File: config.mk
export PLATFORM = sky130hd
export DESIGN_NAME = permutCheckUnit
export DESIGN_NICKNAME = d
export VERILOG_FILES = /design/src/rtl/permutResultPkg.sv /design/src/rtl/permutFuncPkg.sv /design/src/rtl/permutCheckUnit.sv /design/src/rtl/permutResultTally.sv /design/src/rtl/permutCheckCtrl.sv /design/src/rtl/permutCheck24.sv
export VERILOG_INCLUDE_DIRS = /design/src /design/src/include
export SDC_FILE = /design/constraint.sdc
export NUM_CORES = 1
export LEC_CHECK = 0
export ABC_AREA = 1
export BUFFER_PORTS_ARGS = -buffer_cell sky130_fd_sc_hd__buf_4
export CORE_UTILIZATION = 56
export DETAILED_ROUTE_END_ITERATION = 8
export GPL_TIMING_DRIVEN = 0
export PLACE_DENSITY = 0.82
export SETUP_SLACK_MARGIN = 0.15
export SYNTH_ARGS = -nofsm -noshare
export SYNTH_HDL_FRONTEND = slang
export SYNTH_HIERARCHICAL = 1
export SYNTH_SLANG_ARGS = --single-unit
File: constraint.sdc
create_clock -name clk -period 6.89 [get_ports clk]
set_input_delay 0 -clock clk [delete_from_list [all_inputs] [get_ports clk]]
set_output_delay 0 -clock clk [all_outputs]
set_load 0.05 [all_outputs]
File: src/include/permutCheck_params.svh
`ifndef PERMUT_CHECK_PARAMS_SVH
`define PERMUT_CHECK_PARAMS_SVH

// truth table of a function of seven variables a..g
`define PERMUT_FUNC_WIDTH 128

// orderings of a, b, c, d
`define PERMUT_COUNT 24

`define PERMUT_GROUPS 4 // six permutations per group, keyed by the var at location a

`define PERMUT_TALLY_WIDTH 32 // running count of valid permutations

`endif
File: src/rtl/permutResultPkg.sv
`default_nettype none

`include "permutCheck_params.svh"

package permutResultPkg;

    // flags of one group, msb first: xabc, xacb, xbac, xbca, xcab, xcba
    // where x is the var at location a and a..c are the other three in group order
    typedef logic [5:0] permutGroup_t;

    // 24 permutation flags, abcd in the msb, dacb in the lsb
    // groups[3] = ABCD, groups[2] = BACD, groups[1] = CBAD, groups[0] = DBCA
    typedef union packed {
        logic [`PERMUT_COUNT-1:0] flat; // one bit per permutation
        permutGroup_t [`PERMUT_GROUPS-1:0] groups; // same bits split per leading var
    } permutResults_t;

endpackage

`default_nettype wire

File: src/rtl/permutFuncPkg.sv
`default_nettype none

`include "permutCheck_params.svh"

package permutFuncPkg;

    // whole truth table, bit index is the input assignment {g,f,e,d,c,b,a}
    typedef logic [`PERMUT_FUNC_WIDTH-1:0] funcTable_t;

    // one of 16 slices, a..d fixed by the slice number
    // e, f, g select the bit inside the slice
    typedef logic [`PERMUT_FUNC_WIDTH/16-1:0] funcSlice_t;

endpackage

`default_nettype wire

File: src/rtl/permutCheckUnit.sv
`timescale 1ns/1ps
`default_nettype none

`include "permutCheck_params.svh"

module permutCheckUnit (
    input logic clk,
    input logic rstN,
    input logic req,
    input logic isBotValid,
    input permutFuncPkg::funcTable_t top,
    input permutFuncPkg::funcTable_t bot,
    output logic ack,
    output permutResultPkg::permutResults_t results,
    output logic [`PERMUT_GROUPS-1:0] groupAny,
    output logic [`PERMUT_TALLY_WIDTH-1:0] tally
);

    import permutFuncPkg::*;
    import permutResultPkg::*;

    funcTable_t capTop; // operands held for the checker
    funcTable_t capBot;
    logic capValid;
    permutResults_t checkResult; // combinational, settles during stCheck
    logic resultStrobe; // one pulse per request

    permutCheckCtrl permutCheckCtrl_inst (
        .clk(clk),
        .rstN(rstN),
        .req(req),
        .isBotValid(isBotValid),
        .top(top),
        .bot(bot),
        .checkResult(checkResult),
        .ack(ack),
        .resultStrobe(resultStrobe),
        .capValid(capValid),
        .capTop(capTop),
        .capBot(capBot),
        .results(results)
    );

    permutCheck24 permutCheck24_inst (
        .top(capTop),
        .bot(capBot),
        .isBotValid(capValid),
        .validBotPermutations(checkResult)
    );

    permutResultTally permutResultTally_inst (
        .clk(clk),
        .rstN(rstN),
        .resultStrobe(resultStrobe),
        .results(results), // registered word, tally lags ack by one cycle
        .groupAny(groupAny),
        .tally(tally)
    );

endmodule

`default_nettype wire

File: src/rtl/permutResultTally.sv
`timescale 1ns/1ps
`default_nettype none

`include "permutCheck_params.svh"

module permutResultTally (
    input logic clk,
    input logic rstN,
    input logic resultStrobe,
    input permutResultPkg::permutResults_t results,
    output logic [`PERMUT_GROUPS-1:0] groupAny,
    output logic [`PERMUT_TALLY_WIDTH-1:0] tally
);

    localparam int countWidth = $clog2(`PERMUT_COUNT + 1); // holds 0..24

    logic [countWidth-1:0] setCount;

    // any permutation of the group holds, read through the grouped view
    always_comb begin
        for (int g = 0; g < `PERMUT_GROUPS; g++)
            groupAny[g] = |results.groups[g];
    end

    // population count over the flat view
    always_comb begin
        setCount = '0;
        for (int i = 0; i < `PERMUT_COUNT; i++)
            setCount = setCount + countWidth'(results.flat[i]);
    end

    always_ff @(posedge clk) begin
        if (!rstN)
            tally <= '0;
        else if (resultStrobe) // once per completed request
            tally <= tally + {{(`PERMUT_TALLY_WIDTH-countWidth){1'b0}}, setCount};
    end

endmodule

`default_nettype wire

File: src/rtl/permutCheckCtrl.sv
`timescale 1ns/1ps
`default_nettype none

module permutCheckCtrl (
    input logic clk,
    input logic rstN,
    input logic req,
    input logic isBotValid,
    input permutFuncPkg::funcTable_t top,
    input permutFuncPkg::funcTable_t bot,
    input permutResultPkg::permutResults_t checkResult,
    output logic ack,
    output logic resultStrobe,
    output logic capValid,
    output permutFuncPkg::funcTable_t capTop,
    output permutFuncPkg::funcTable_t capBot,
    output permutResultPkg::permutResults_t results
);

    localparam logic [1:0] stIdle = 2'd0; // waiting for req
    localparam logic [1:0] stCheck = 2'd1; // operands held, checker settling
    localparam logic [1:0] stDone = 2'd2; // ack high until req drops

    logic [1:0] state;
    logic capture;

    assign capture = (state == stIdle) && req && !ack; // new request seen

    always_ff @(posedge clk) begin
        if (!rstN) begin
            state <= stIdle;
            ack <= 1'b0;
            resultStrobe <= 1'b0;
            results <= '0;
        end else begin
            resultStrobe <= 1'b0; // single cycle pulse
            case (state)
                stIdle: begin
                    if (capture)
                        state <= stCheck;
                end
                stCheck: begin
                    results <= checkResult; // checker output from captured operands
                    resultStrobe <= 1'b1;
                    ack <= 1'b1;
                    state <= stDone;
                end
                stDone: begin
                    if (!req) begin // requester finished, release ack
                        ack <= 1'b0;
                        state <= stIdle;
                    end
                end
                default: state <= stIdle;
            endcase
        end
    end

    // operand registers, loaded only on capture
    always_ff @(posedge clk) begin
        if (capture) begin
            capTop <= top;
            capBot <= bot;
            capValid <= isBotValid;
        end
    end

endmodule

`default_nettype wire

File: src/rtl/permutCheck24.sv
`timescale 1ns/1ps
`default_nettype none

`include "permutCheck_params.svh"

module permutCheck24 (
    input permutFuncPkg::funcTable_t top,
    input permutFuncPkg::funcTable_t bot,
    input logic isBotValid,
    output permutResultPkg::permutResults_t validBotPermutations
);

    import permutFuncPkg::*;
    import permutResultPkg::*;

    localparam int sliceWidth = $bits(funcSlice_t); // 8 bits for vars e..g
    localparam int sliceCount = `PERMUT_FUNC_WIDTH / sliceWidth; // one per a..d setting

    // two-var slices where entry k and k+3 are complements
    // order ab, ac, ad, cd, bd, bc
    localparam logic [3:0] twoVarSlice [6] = '{
        4'b0011, 4'b0101, 4'b1001, 4'b1100, 4'b1010, 4'b0110
    };

    // twoTwo flavor holding {removed, remaining var of slot f} per removed var
    localparam int twoTwoIdx [4][3] = '{
        '{0, 1, 2}, // ab ac ad with a removed
        '{0, 5, 4}, // ab bc bd with b removed
        '{5, 1, 3}, // bc ac cd with c removed
        '{4, 3, 2}  // bd cd ad with d removed
    };

    // slot assignment for the six 3-var orderings with the msb result first
    localparam int subPerm [6][3] = '{
        '{0, 1, 2}, '{0, 2, 1}, '{1, 0, 2}, '{1, 2, 0}, '{2, 0, 1}, '{2, 1, 0}
    };

    // the three vars left in group order once one is pinned to location a
    // b c d without a, a c d without b, b a d without c, b c a without d
    function automatic int remainingVar(input int removed, input int slot);
        int v;
        v = slot + 1;
        if (v == removed)
            return 0; // swapped with a
        return v;
    endfunction

    wire funcSlice_t topParts [sliceCount];
    wire funcSlice_t botParts [sliceCount];
    wire sharedAll; // slices 0000 and 1111 map onto themselves
    wire sharedGated;
    wire [15:0] oneThree; // one-var and three-var slices at [loc*4+flavor]
    wire [17:0] twoTwo; // two-var shapes XX__ X_X_ X__X at [shape*6+flavor]

    for (genvar s = 0; s < sliceCount; s++) begin : gSlice
        assign topParts[s] = top[s*sliceWidth +: sliceWidth];
        assign botParts[s] = bot[s*sliceWidth +: sliceWidth];
    end

    // bot must imply top in every bit of a compared slice pair
    assign sharedAll = &({topParts[0], topParts[sliceCount-1]}
                        | ~{botParts[0], botParts[sliceCount-1]});
    assign sharedGated = sharedAll & isBotValid; // kills every result when bot is invalid

    // flavor var of bot lands on location var of top
    // single-var slice and its complement checked together
    for (genvar loc = 0; loc < 4; loc++) begin : gOneLoc
        for (genvar flav = 0; flav < 4; flav++) begin : gOneFlav
            assign oneThree[loc*4+flav] =
                &({topParts[1 << loc], topParts[15 ^ (1 << loc)]}
                 | ~{botParts[1 << flav], botParts[15 ^ (1 << flav)]});
        end
    end

    // location pair ab/ac/ad of top against any var pair of bot
    for (genvar shape = 0; shape < 3; shape++) begin : gTwoShape
        for (genvar flav = 0; flav < 6; flav++) begin : gTwoFlav
            assign twoTwo[shape*6+flav] =
                &({topParts[twoVarSlice[shape]], topParts[twoVarSlice[shape+3]]}
                 | ~{botParts[twoVarSlice[flav]], botParts[twoVarSlice[(flav+3)%6]]});
        end
    end

    // one 6-way check per var pinned to location a
    for (genvar r = 0; r < `PERMUT_GROUPS; r++) begin : gGroup
        wire shared6; // common terms plus r held at location a
        wire [8:0] oneTwo6; // slot per location b..d at [loc*3+slot]
        wire permutGroup_t groupBits;

        assign shared6 = sharedGated & oneThree[r];

        for (genvar i = 0; i < 3; i++) begin : gLoc
            for (genvar f = 0; f < 3; f++) begin : gSlot
                // slot f var at location i+1 and the pair it forms with r
                assign oneTwo6[i*3+f] = oneThree[4*(i+1)+remainingVar(r, f)]
                                      & twoTwo[6*i+twoTwoIdx[r][f]];
            end
        end

        for (genvar p = 0; p < 6; p++) begin : gPermut
            assign groupBits[5-p] = &{shared6,
                                      oneTwo6[0+subPerm[p][0]],
                                      oneTwo6[3+subPerm[p][1]],
                                      oneTwo6[6+subPerm[p][2]]};
        end

        assign validBotPermutations.groups[`PERMUT_GROUPS-1-r] = groupBits; // ABCD on top
    end

endmodule

`default_nettype wire

* Yosys cells after proc, flatten, opt, wreduce, memory -nomap -nowiden *
Index checks and enable logic that the tools add are counted.

word-level totals
  register bits after elaboration = 317
  output and inout port bits = 61
  bits of input ports = 260
  word-level logic and storage cells = 199

cells by class
  bitwise operators = 87
  multiplexer cells = 6
  reductions and logical operators = 70
  equality and inequality tests = 4
  $add $sub $neg = 24

operators by type and width
  operator                                               number
  OR 16 bit                                              35
  AND reduction 16 bit                                   35
  inverter 16 bit                                        11
  adder 5 x 1 -> 5 bit                                   22
  AND reduction 4 bit                                    24
  AND 1 bit                                              41
  adder 32 x 5 -> 32 bit                                 1
  OR reduction 6 bit                                     4
  case mux 2 bit (3 select lines)                        1
  two-way mux 2 bit                                      2
  AND reduction 2 bit                                    2
  adder 1 x 1 -> 2 bit                                   1
  equality test 2 x 1 -> 1 bit, second input constant    1
  equality test 2 bit, second input constant             1
  logical AND 1 bit                                      2
  logical NOT 2 bit                                      1
  two-way mux 1 bit                                      2
  inequality test 2 x 1 -> 1 bit, second input constant  1
  inequality test 2 bit, second input constant           1
  case mux 1 bit (2 select lines)                        1
  nonzero test 2 bit                                     1
  logical NOT 1 bit                                      1

* Logic depth before layout (Yosys ltp) *
Gate-level depths: netlist of run 1.

  depth in word-level cells = 24
  depth in mapped cells = 22

* Modules after synthesis *
The synthesis of run 1 kept the hierarchy.

by module, submodules not included
  module             times used  area each (sq um)  cells each  seq. area each (sq um)
  permutCheckCtrl    1           8907.3             432         8277.9
  permutCheck24      1           4624.4             1155        0.0
  permutResultTally  1           2732.6             392         640.6

* Worst setup path after synthesis of run 1 *
OpenSTA, ideal clock, no wires.

  path type = register to register
  start point = register permutCheckCtrl_inst.ack
  end point = register permutCheckCtrl_inst.capBot[0] (enable)
  path slack = 0.591 ns
  arrival time = 5.690 ns
  buffers on the path = 0
  clock period less this slack = 6.299 ns
  setup time = 0.608 ns
  cell stages (with the launch flop) = 4
  path through = dfxtp_1 > nor2_1 > nand3_1 > inv_1

on the way
  longest elaborated chain between the ends = 2

ends and longest elaborated chain
  element                                 RTL line               source
  start: declaration                      permutCheckCtrl.sv:12  output logic ack,
  start signal: assignment                permutCheckCtrl.sv:32  ack <= 1'b0;
  start signal: assignment                permutCheckCtrl.sv:45  ack <= 1'b1;
  start signal: assignment                permutCheckCtrl.sv:50  ack <= 1'b0;
  logical NOT 1 bit                       permutCheckCtrl.sv:27  assign capture = (state == stIdle) && req && !ack;
  logical AND 1 bit                       permutCheckCtrl.sv:27
  named net permutCheckCtrl_inst.capture  permutCheckCtrl.sv:25  logic capture;
  end signal: assignment                  permutCheckCtrl.sv:63  capBot <= bot;
  end: declaration                        permutCheckCtrl.sv:16  output permutFuncPkg::funcTable_t capBot,

The timed path passes the listed nets, and every way through them passes these cells.
A chain may end at the register's enable or synchronous reset.

* Worst setup path after layout of run 1 *
  start point = register permutCheckCtrl_inst/results[5] (netlist name)
  end point = register permutResultTally_inst.tally[12]

on the way
  longest elaborated chain between the ends = 20

ends and longest elaborated chain
  element                              RTL line                 source
  start: declaration                   permutCheckCtrl.sv:17    output permutResultPkg::permutResults_t results
  start signal: assignment             permutCheckCtrl.sv:43    results <= checkResult;
  adder 5 x 1 -> 5 bit (19 in series)  permutResultTally.sv:29  setCount = setCount + countWidth'(results.flat[i]);
  adder 32 x 5 -> 32 bit               permutResultTally.sv:36  tally <= tally + {{(`PERMUT_TALLY_WIDTH-countWidth){1'b0}}, setCount};
  end signal: assignment               permutResultTally.sv:36
  end: declaration                     permutResultTally.sv:12  output logic [`PERMUT_TALLY_WIDTH-1:0] tally

No other way between the ends.

==> results.py, run 1 <==
metrics = {
    "clock_tree": {
        "cts.sinks": 317,
        "cts_buffers": 34,
        "cts_tree": "yes",
        "path_clk_slew_ns": 0.08,
        "h-tree-depth": 2,
        "root_buffer": "clkbuf_16",
        "cts_setup_buffers": 0,
        "clockBufferDepth": 3,
        "cts.repair.resized": 0,
        "cts_hold_buf": 260,
        "insertion_delay_ns": 0.55,
    },
    "power": {
        "powerDensity_nw_per_um2": 233,
        "irDropWorstVdd_mv": 0.234,
        "leakagePower_uw": 0.0104,
    },
    "grt": {
        "antenna_found_initial": 3,
        "grt_pass1_vias": 16167,
        "grtUsageTotal_pct": 39.9,
        "grt_max_degree": 123,
        "overflow": 0,
        "grt_pass1_wl_um": 88300,
    },
    "sta": {
        "final_hold_viol_count": 0,
        "final_max_slew_viol_count": 0,
        "rsz0062_at_grt": "false",
        "fmax_ghz": 0.213,
        "final.period_utilization_pct": 68.0,
        "slew_headroom_pct": 54.9,
        "fin_skew_ns": 0.0231,
        "fin_ws_ns": 2.21,
        "fin_crit_ns": 4.68,
        "fin_hold_ws_ns": 0.174,
        "worst_pin_slew_ns": 0.676,
        "setup_violations": 0,
    },
    "drt": {
        "firstDrtPassIters": 9,
        "via_count": 16763,
        "route.detailed.drc": 1,
        "totalWireLength_um": 59500,
        "vias_per_cell": 5.57,
        "wl_per_cell_um": 19.8,
        "antenna_left": 0,
        "drt_iter0_drc": 2291,
    },
    "critical_path": {
        "r2r_setup_slack_ns": 2.21,
        "cp-end-kind": "register",
        "path_class": "register to register",
        "startpoint_type": "register",
        "arrival_ns": 5.09,
        "cp_top_family": "adder cells",
        "cp_slowest_cell": "fa_1",
        "cp_common_cell": "fa_1",
        "crit_path_max_incr_delay_ns": 0.58,
        "crit_required_ns": 7.30,
        "worstPathCellList": "inv_1 -> fa_1 -> fa_1 -> fa_1 -> fa_1 -> fa_1 -> fa_1 -> inv_1 -> fa_1 -> nand3_1 -> nand3_1 -> nand3_1 -> nand2_2 -> nand2_1 -> xor2_1 -> nor2_1",
        "crit_buf_inv": 2,
        "crit_path_max_fanout": 7,
    },
    "flow_run": {
        "cap_viol_max_count": 0,
    },
    "synth": {
        "yosysSeqAreaShare_pct": 54.8,
        "synth_edf_count": 257,
        "syn-mean-instance-area_sq_um": 8.22,
        "ys.warnings.count": 6,
        "yosysTopAreaCell": "edfxtp_1",
        "synth_fp_nets": 2270,
        "yosysUniqueCellTypes": 36,
        "ys_ff_latch": 317,
        "synth.area.top_cells": "edfxtp_1 47%, nand2_1 18%, dfxtp_1 7.4%",
        "synth-main-ff-cell": "edfxtp_1",
        "synth_top_area_share_pct": 47.4,
        "syn-cell-area_sq_um": 16300,
        "synth-async-reset-ratio_pct": 0,
        "syn_inst": 1979,
    },
    "placement": {
        "pre_cts_slack_ns": 2.24,
        "place.port_buffers": 319,
        "dp.cells": 2684,
        "dp_hpwl_um": 37000,
        "routabilityCongestion": 0.995,
    },
    "run_status": {
        "failed_checks": "DRC",
        "status": "complete, but fails checks",
    },
    "floorplan": {
        "die_height_um": 172,
        "rows": 62,
        "ios": 321,
        "initial_core_util_pct": 56.8,
        "die_w_um": 172,
        "die_area_sq_um": 29700,
        "core_area_sq_um": 28600,
    },
    "min_path": {
        "hold_class": "input port to register",
    },
    "finish": {
        "area_growth_pct": 41.0,
        "final_cells": 3008,
        "final_cell_mix": "796 x nand2_1, 321 x buf_4, 260 x dlygate4sd3_1, 259 x inv_1, 257 x edfxtp_1",
        "final_common_cell": "nand2_1",
        "drive_above_1_share_pct": 17.2,
        "fin_nets": 2887,
    },
}
[registers in the layout (all words and copies together), names as in the netlist]
name                               cells
permutCheckCtrl_inst/capBot          128
permutResultTally_inst/tally          32
permutCheckCtrl_inst/state             2
permutCheckCtrl_inst/capValid          1
permutCheckCtrl_inst/resultStrobe      1
permutCheckCtrl_inst/results          24
permutCheckCtrl_inst/capTop          128
permutCheckCtrl_inst/ack               1
[Yosys cell counts (all sizes together) (2+ instances only)]
library cell	number
nand2	806
inv	284
nor2	260
edfxtp	257
nand3	130
nand4	75
dfxtp	60
fa	19
buf	16
o21ai	16
a21oi	15
ha	12
xor2	8
nor3	7
nor4	4
a31oi	2
clkbuf	2
[area by class of cell]
class | count | area, sq um
antenna | 2 | 5.00
multi-input combinational | 1360 | 6160
buffer | 18 | 124
fill | 1699 | 5690
inverter | 284 | 1070
timing repair buffer | 581 | 5050
sequential | 317 | 8920
tap | 384 | 480
clock inverter | 23 | 224
clock buffer | 39 | 901
[cells by family after synthesis]
kind of cell | Yosys count | share of synthesized area, %
flip-flops | 317 | 54.8
AND/OR/NAND/NOR | 1284 | 32.9
buffers and inverters | 302 | 7.32
AO/OA/AOI/OAI | 37 | 1.23
XOR/XNOR | 8 | 0.431
adder cells (fa/ha/maj) | 31 | 3.26
[report_power, final]
group	internal (uW)	switching (uW)
clock network	1040	837
logic	435	642
registers	2250	134
total	3720	1610
[metal layers]
metal  up-vias  wire length [um]  track usage, %
met5         -                 0               0
met4         0              3530            20.5
met3       313              6680            8.01
met2      1338             28200            67.0
met1      7572             21000            48.8
li1       7540                 -               -
[path summary, 6_finish.rpt]
kind | start | to | cells after the start
setup reg to reg | permutCheckCtrl_inst/results[5] | permutResultTally_inst/tally[12] | 16
setup / recovery | permutCheckCtrl_inst/results[5] | permutResultTally_inst/tally[12] | 16
hold reg to reg | permutCheckCtrl_inst/results[4] | permutCheckCtrl_inst/results[4] | 2
hold / removal | top[86] | permutCheckCtrl_inst/capTop[86] | 2
[metrics by stage]
| step | area (sq um) | utilization [%] | setup TNS, ns | total power, uW |
|---|---|---|---|---|
| 6_report | 22900 | 80.1 | 0 | 5340 |
| 5_1_grt | 22900 | 80.1 | 0 | 5510 |
| 4_1_cts | 22900 | 80.1 | 0 | 5230 |
| 3_5_place_dp | 19200 | 67.1 | 0 | 3300 |
| 3_3_place_gp | 19100 | 66.9 | -243.26 | 3310 |
| 2_1_floorplan | 16300 | - | 0 | 2960 |
(Power assumes the default switching activity.)
==> run 2, diff against run 1 <==
Clock period 6.89 ns to 4.4 ns, I/O delays scaled along.
==> results.py, run 2 (same netlist as run 1, synthesis figures left out) <==
metrics = {
    "critical_path": {
        "cp-startpoint": "permutCheckCtrl_inst/results[19]",
        "cp-end-kind": "register",
        "crit_required_ns": 4.81,
        "cp_common_cell": "fa_1",
        "reg2reg_from": "permutCheckCtrl_inst/results[19]",
        "worstPathCellList": "fa_1 -> inv_2 -> fa_1 -> fa_1 -> fa_1 -> fa_1 -> fa_2 -> inv_4 -> fa_2 -> buf_4 -> nand2_1 -> nand3_2 -> nand3_1 -> xor2_1 -> nor2_1",
        "crit_path_max_incr_delay_ns": 0.55,
        "arrival_ns": 4.79,
        "path_class": "register to register",
        "startpoint_type": "register",
        "cp_slowest_cell": "fa_1",
        "crit_path_max_fanout": 4,
        "worst_r2r_path_depth": 15,
    },
    "clock_tree": {
        "h-tree-depth": 2,
        "root_buffer": "clkbuf_16",
        "path_clk_slew_ns": 0.06,
        "cts_buffers": 35,
        "insertion_delay_ns": 0.54,
        "cts_tree": "yes",
        "clockBufferDepth": 3,
        "cts.sinks": 317,
    },
    "grt": {
        "antenna_found_initial": 3,
        "grtUsageTotal_pct": 40.1,
        "use_met1_pct": 49.8,
        "grt_pass1_vias": 16546,
        "use_met3_pct": 9.00,
        "overflow": 0,
        "met2_usage_pct": 66.7,
        "grt_pass1_wl_um": 90100,
        "top_usage_layer": "met2",
        "grt_max_degree": 49,
    },
    "floorplan": {
        "ios": 321,
        "rows": 62,
        "core_area_sq_um": 28600,
        "die_w_um": 172,
        "initial_core_util_pct": 56.8,
        "die_height_um": 172,
        "die_area_sq_um": 29700,
    },
    "sta": {
        "final.period_utilization_pct": 99.6,
        "final_hold_viol_count": 0,
        "fin_crit_ns": 4.38,
        "fin_ws_ns": 0.0160,
        "fin_hold_ws_ns": 0.179,
        "worst_pin_slew_ns": 0.678,
        "fmax_ghz": 0.228,
        "rsz0062_at_grt": "true",
        "slew_headroom_pct": 54.8,
        "setup_violations": 0,
        "fin_skew_ns": 0.0258,
        "final_max_slew_viol_count": 0,
    },
    "power": {
        "power.total_uw": 8430,
        "pwr-share-comb_pct": 21.4,
        "switching_share_pct": 30.6,
        "power_frac_clock_pct": 34.3,
        "intPower_uw": 5860,
        "powerDensity_nw_per_um2": 362,
        "power.switching_uw": 2580,
        "irDropWorstVdd_mv": 0.291,
        "pwr-share-seq_pct": 44.3,
        "leakagePower_uw": 0.0105,
    },
    "finish": {
        "area_growth_pct": 43.1,
        "top_regs": "permutCheckCtrl_inst/capBot x128, permutCheckCtrl_inst/capTop x128, permutResultTally_inst/tally x32",
        "drive_above_1_share_pct": 19.4,
        "postLayoutCellArea_sq_um": 23300,
        "multi_input_area_sq_um": 6310,
        "final_common_cell": "nand2_1",
        "utilization_pct": 81.3,
        "nFillCells": 1624,
        "fin_nets": 2904,
        "regArea_sq_um": 8950,
        "final_cell_mix": "791 x nand2_1, 329 x buf_4, 260 x dlygate4sd3_1, 257 x edfxtp_1, 254 x inv_1",
    },
    "run_status": {
        "status": "finished, final reports clean",
    },
    "min_path": {
        "whs_path_depth": 2,
        "hold_start": "top[119]",
        "hold_class": "input port to register",
    },
    "placement": {
        "pre_cts_slack_ns": -0.0349,
        "routabilityCongestion": 1.01,
        "place.port_buffers": 319,
        "placed_area_sq_um": 19300,
        "dp_hpwl_um": 38400,
    },
    "drt": {
        "vias_per_cell": 5.62,
        "firstDrtPassIters": 6,
        "antenna_left": 0,
        "totalWireLength_um": 60300,
        "drt_iter0_drc": 2650,
        "route.detailed.drc": 0,
        "via_count": 17026,
        "wl_per_cell_um": 19.9,
    },
    "flow_run": {
        "cap_viol_max_count": 0,
    },
}
==> run 2: worst paths after layout <==
kind	end	slack, ns
max	permutResultTally_inst/tally[10]	0.02
min	permutCheckCtrl_inst/capTop[119]	0.18
max reg2reg	permutResultTally_inst/tally[10]	0.02
min reg2reg	permutCheckCtrl_inst/results[5]	0.51
==> run 2: power by group through the flow <==
stage / Combinational, uW / Sequential, uW / Clock [uW]
6_report: 1800 / 3730 / 2900
5_1_grt: 1920 / 3750 / 3020
4_1_cts: 1650 / 3710 / 2850
3_5_place_dp: 1430 / 3780 / 0
3_3_place_gp: 1360 / 3820 / 0
2_1_floorplan: 818 / 3810 / 0
==> run 2: stage by stage <==
stage               instances  TNS [ns]
floorplan                1979   -115.76
global placement         2682   -476.61
detailed placement       2688   -0.0349
CTS                      3017         0
global route             3026     -1.19
finish                   3029         0
==> run 2: final cells by class <==
| class | count | share of cell area, % |
|---|---|---|
| Sequential cell | 317 | 38.4 |
| Multi-Input combinational cell | 1361 | 27.1 |
| Timing Repair Buffer | 596 | 22.4 |
| Inverter | 284 | 4.61 |
| Clock buffer | 42 | 3.97 |
| Tap cell | 384 | 2.06 |
| Clock inverter | 21 | 0.795 |
| Buffer | 18 | 0.543 |
| Antenna cell | 6 | 0.0645 |
==> run 2: routing by layer <==
metal	vias to the layer above	routed length [um]
met4	0	3100
met5	-	0
met2	1407	28400
met1	7769	21800
met3	276	6980
li1	7574	-
==> run 2: repair_timing <==
item                                    CTS  global route
buffers inserted                          6             4
endpoints found under the setup margin    4            28
gates cloned                              0             2
hold buffers                            260             0
endpoints found under the hold margin   285             0
pin swaps                                 5            20
resized for setup                         6            43
==> run 2: worst max-delay path, delay by kind of cell, from the launching register on <==
family | cells | cell delay [ns]
xor gates and xnor gates | 1 | 0.14
buffers and inverters | 3 | 0.26
adders and majority gates | 7 | 3.13
and+or+nand+nor | 4 | 0.38
DFF | 1 | 0.35
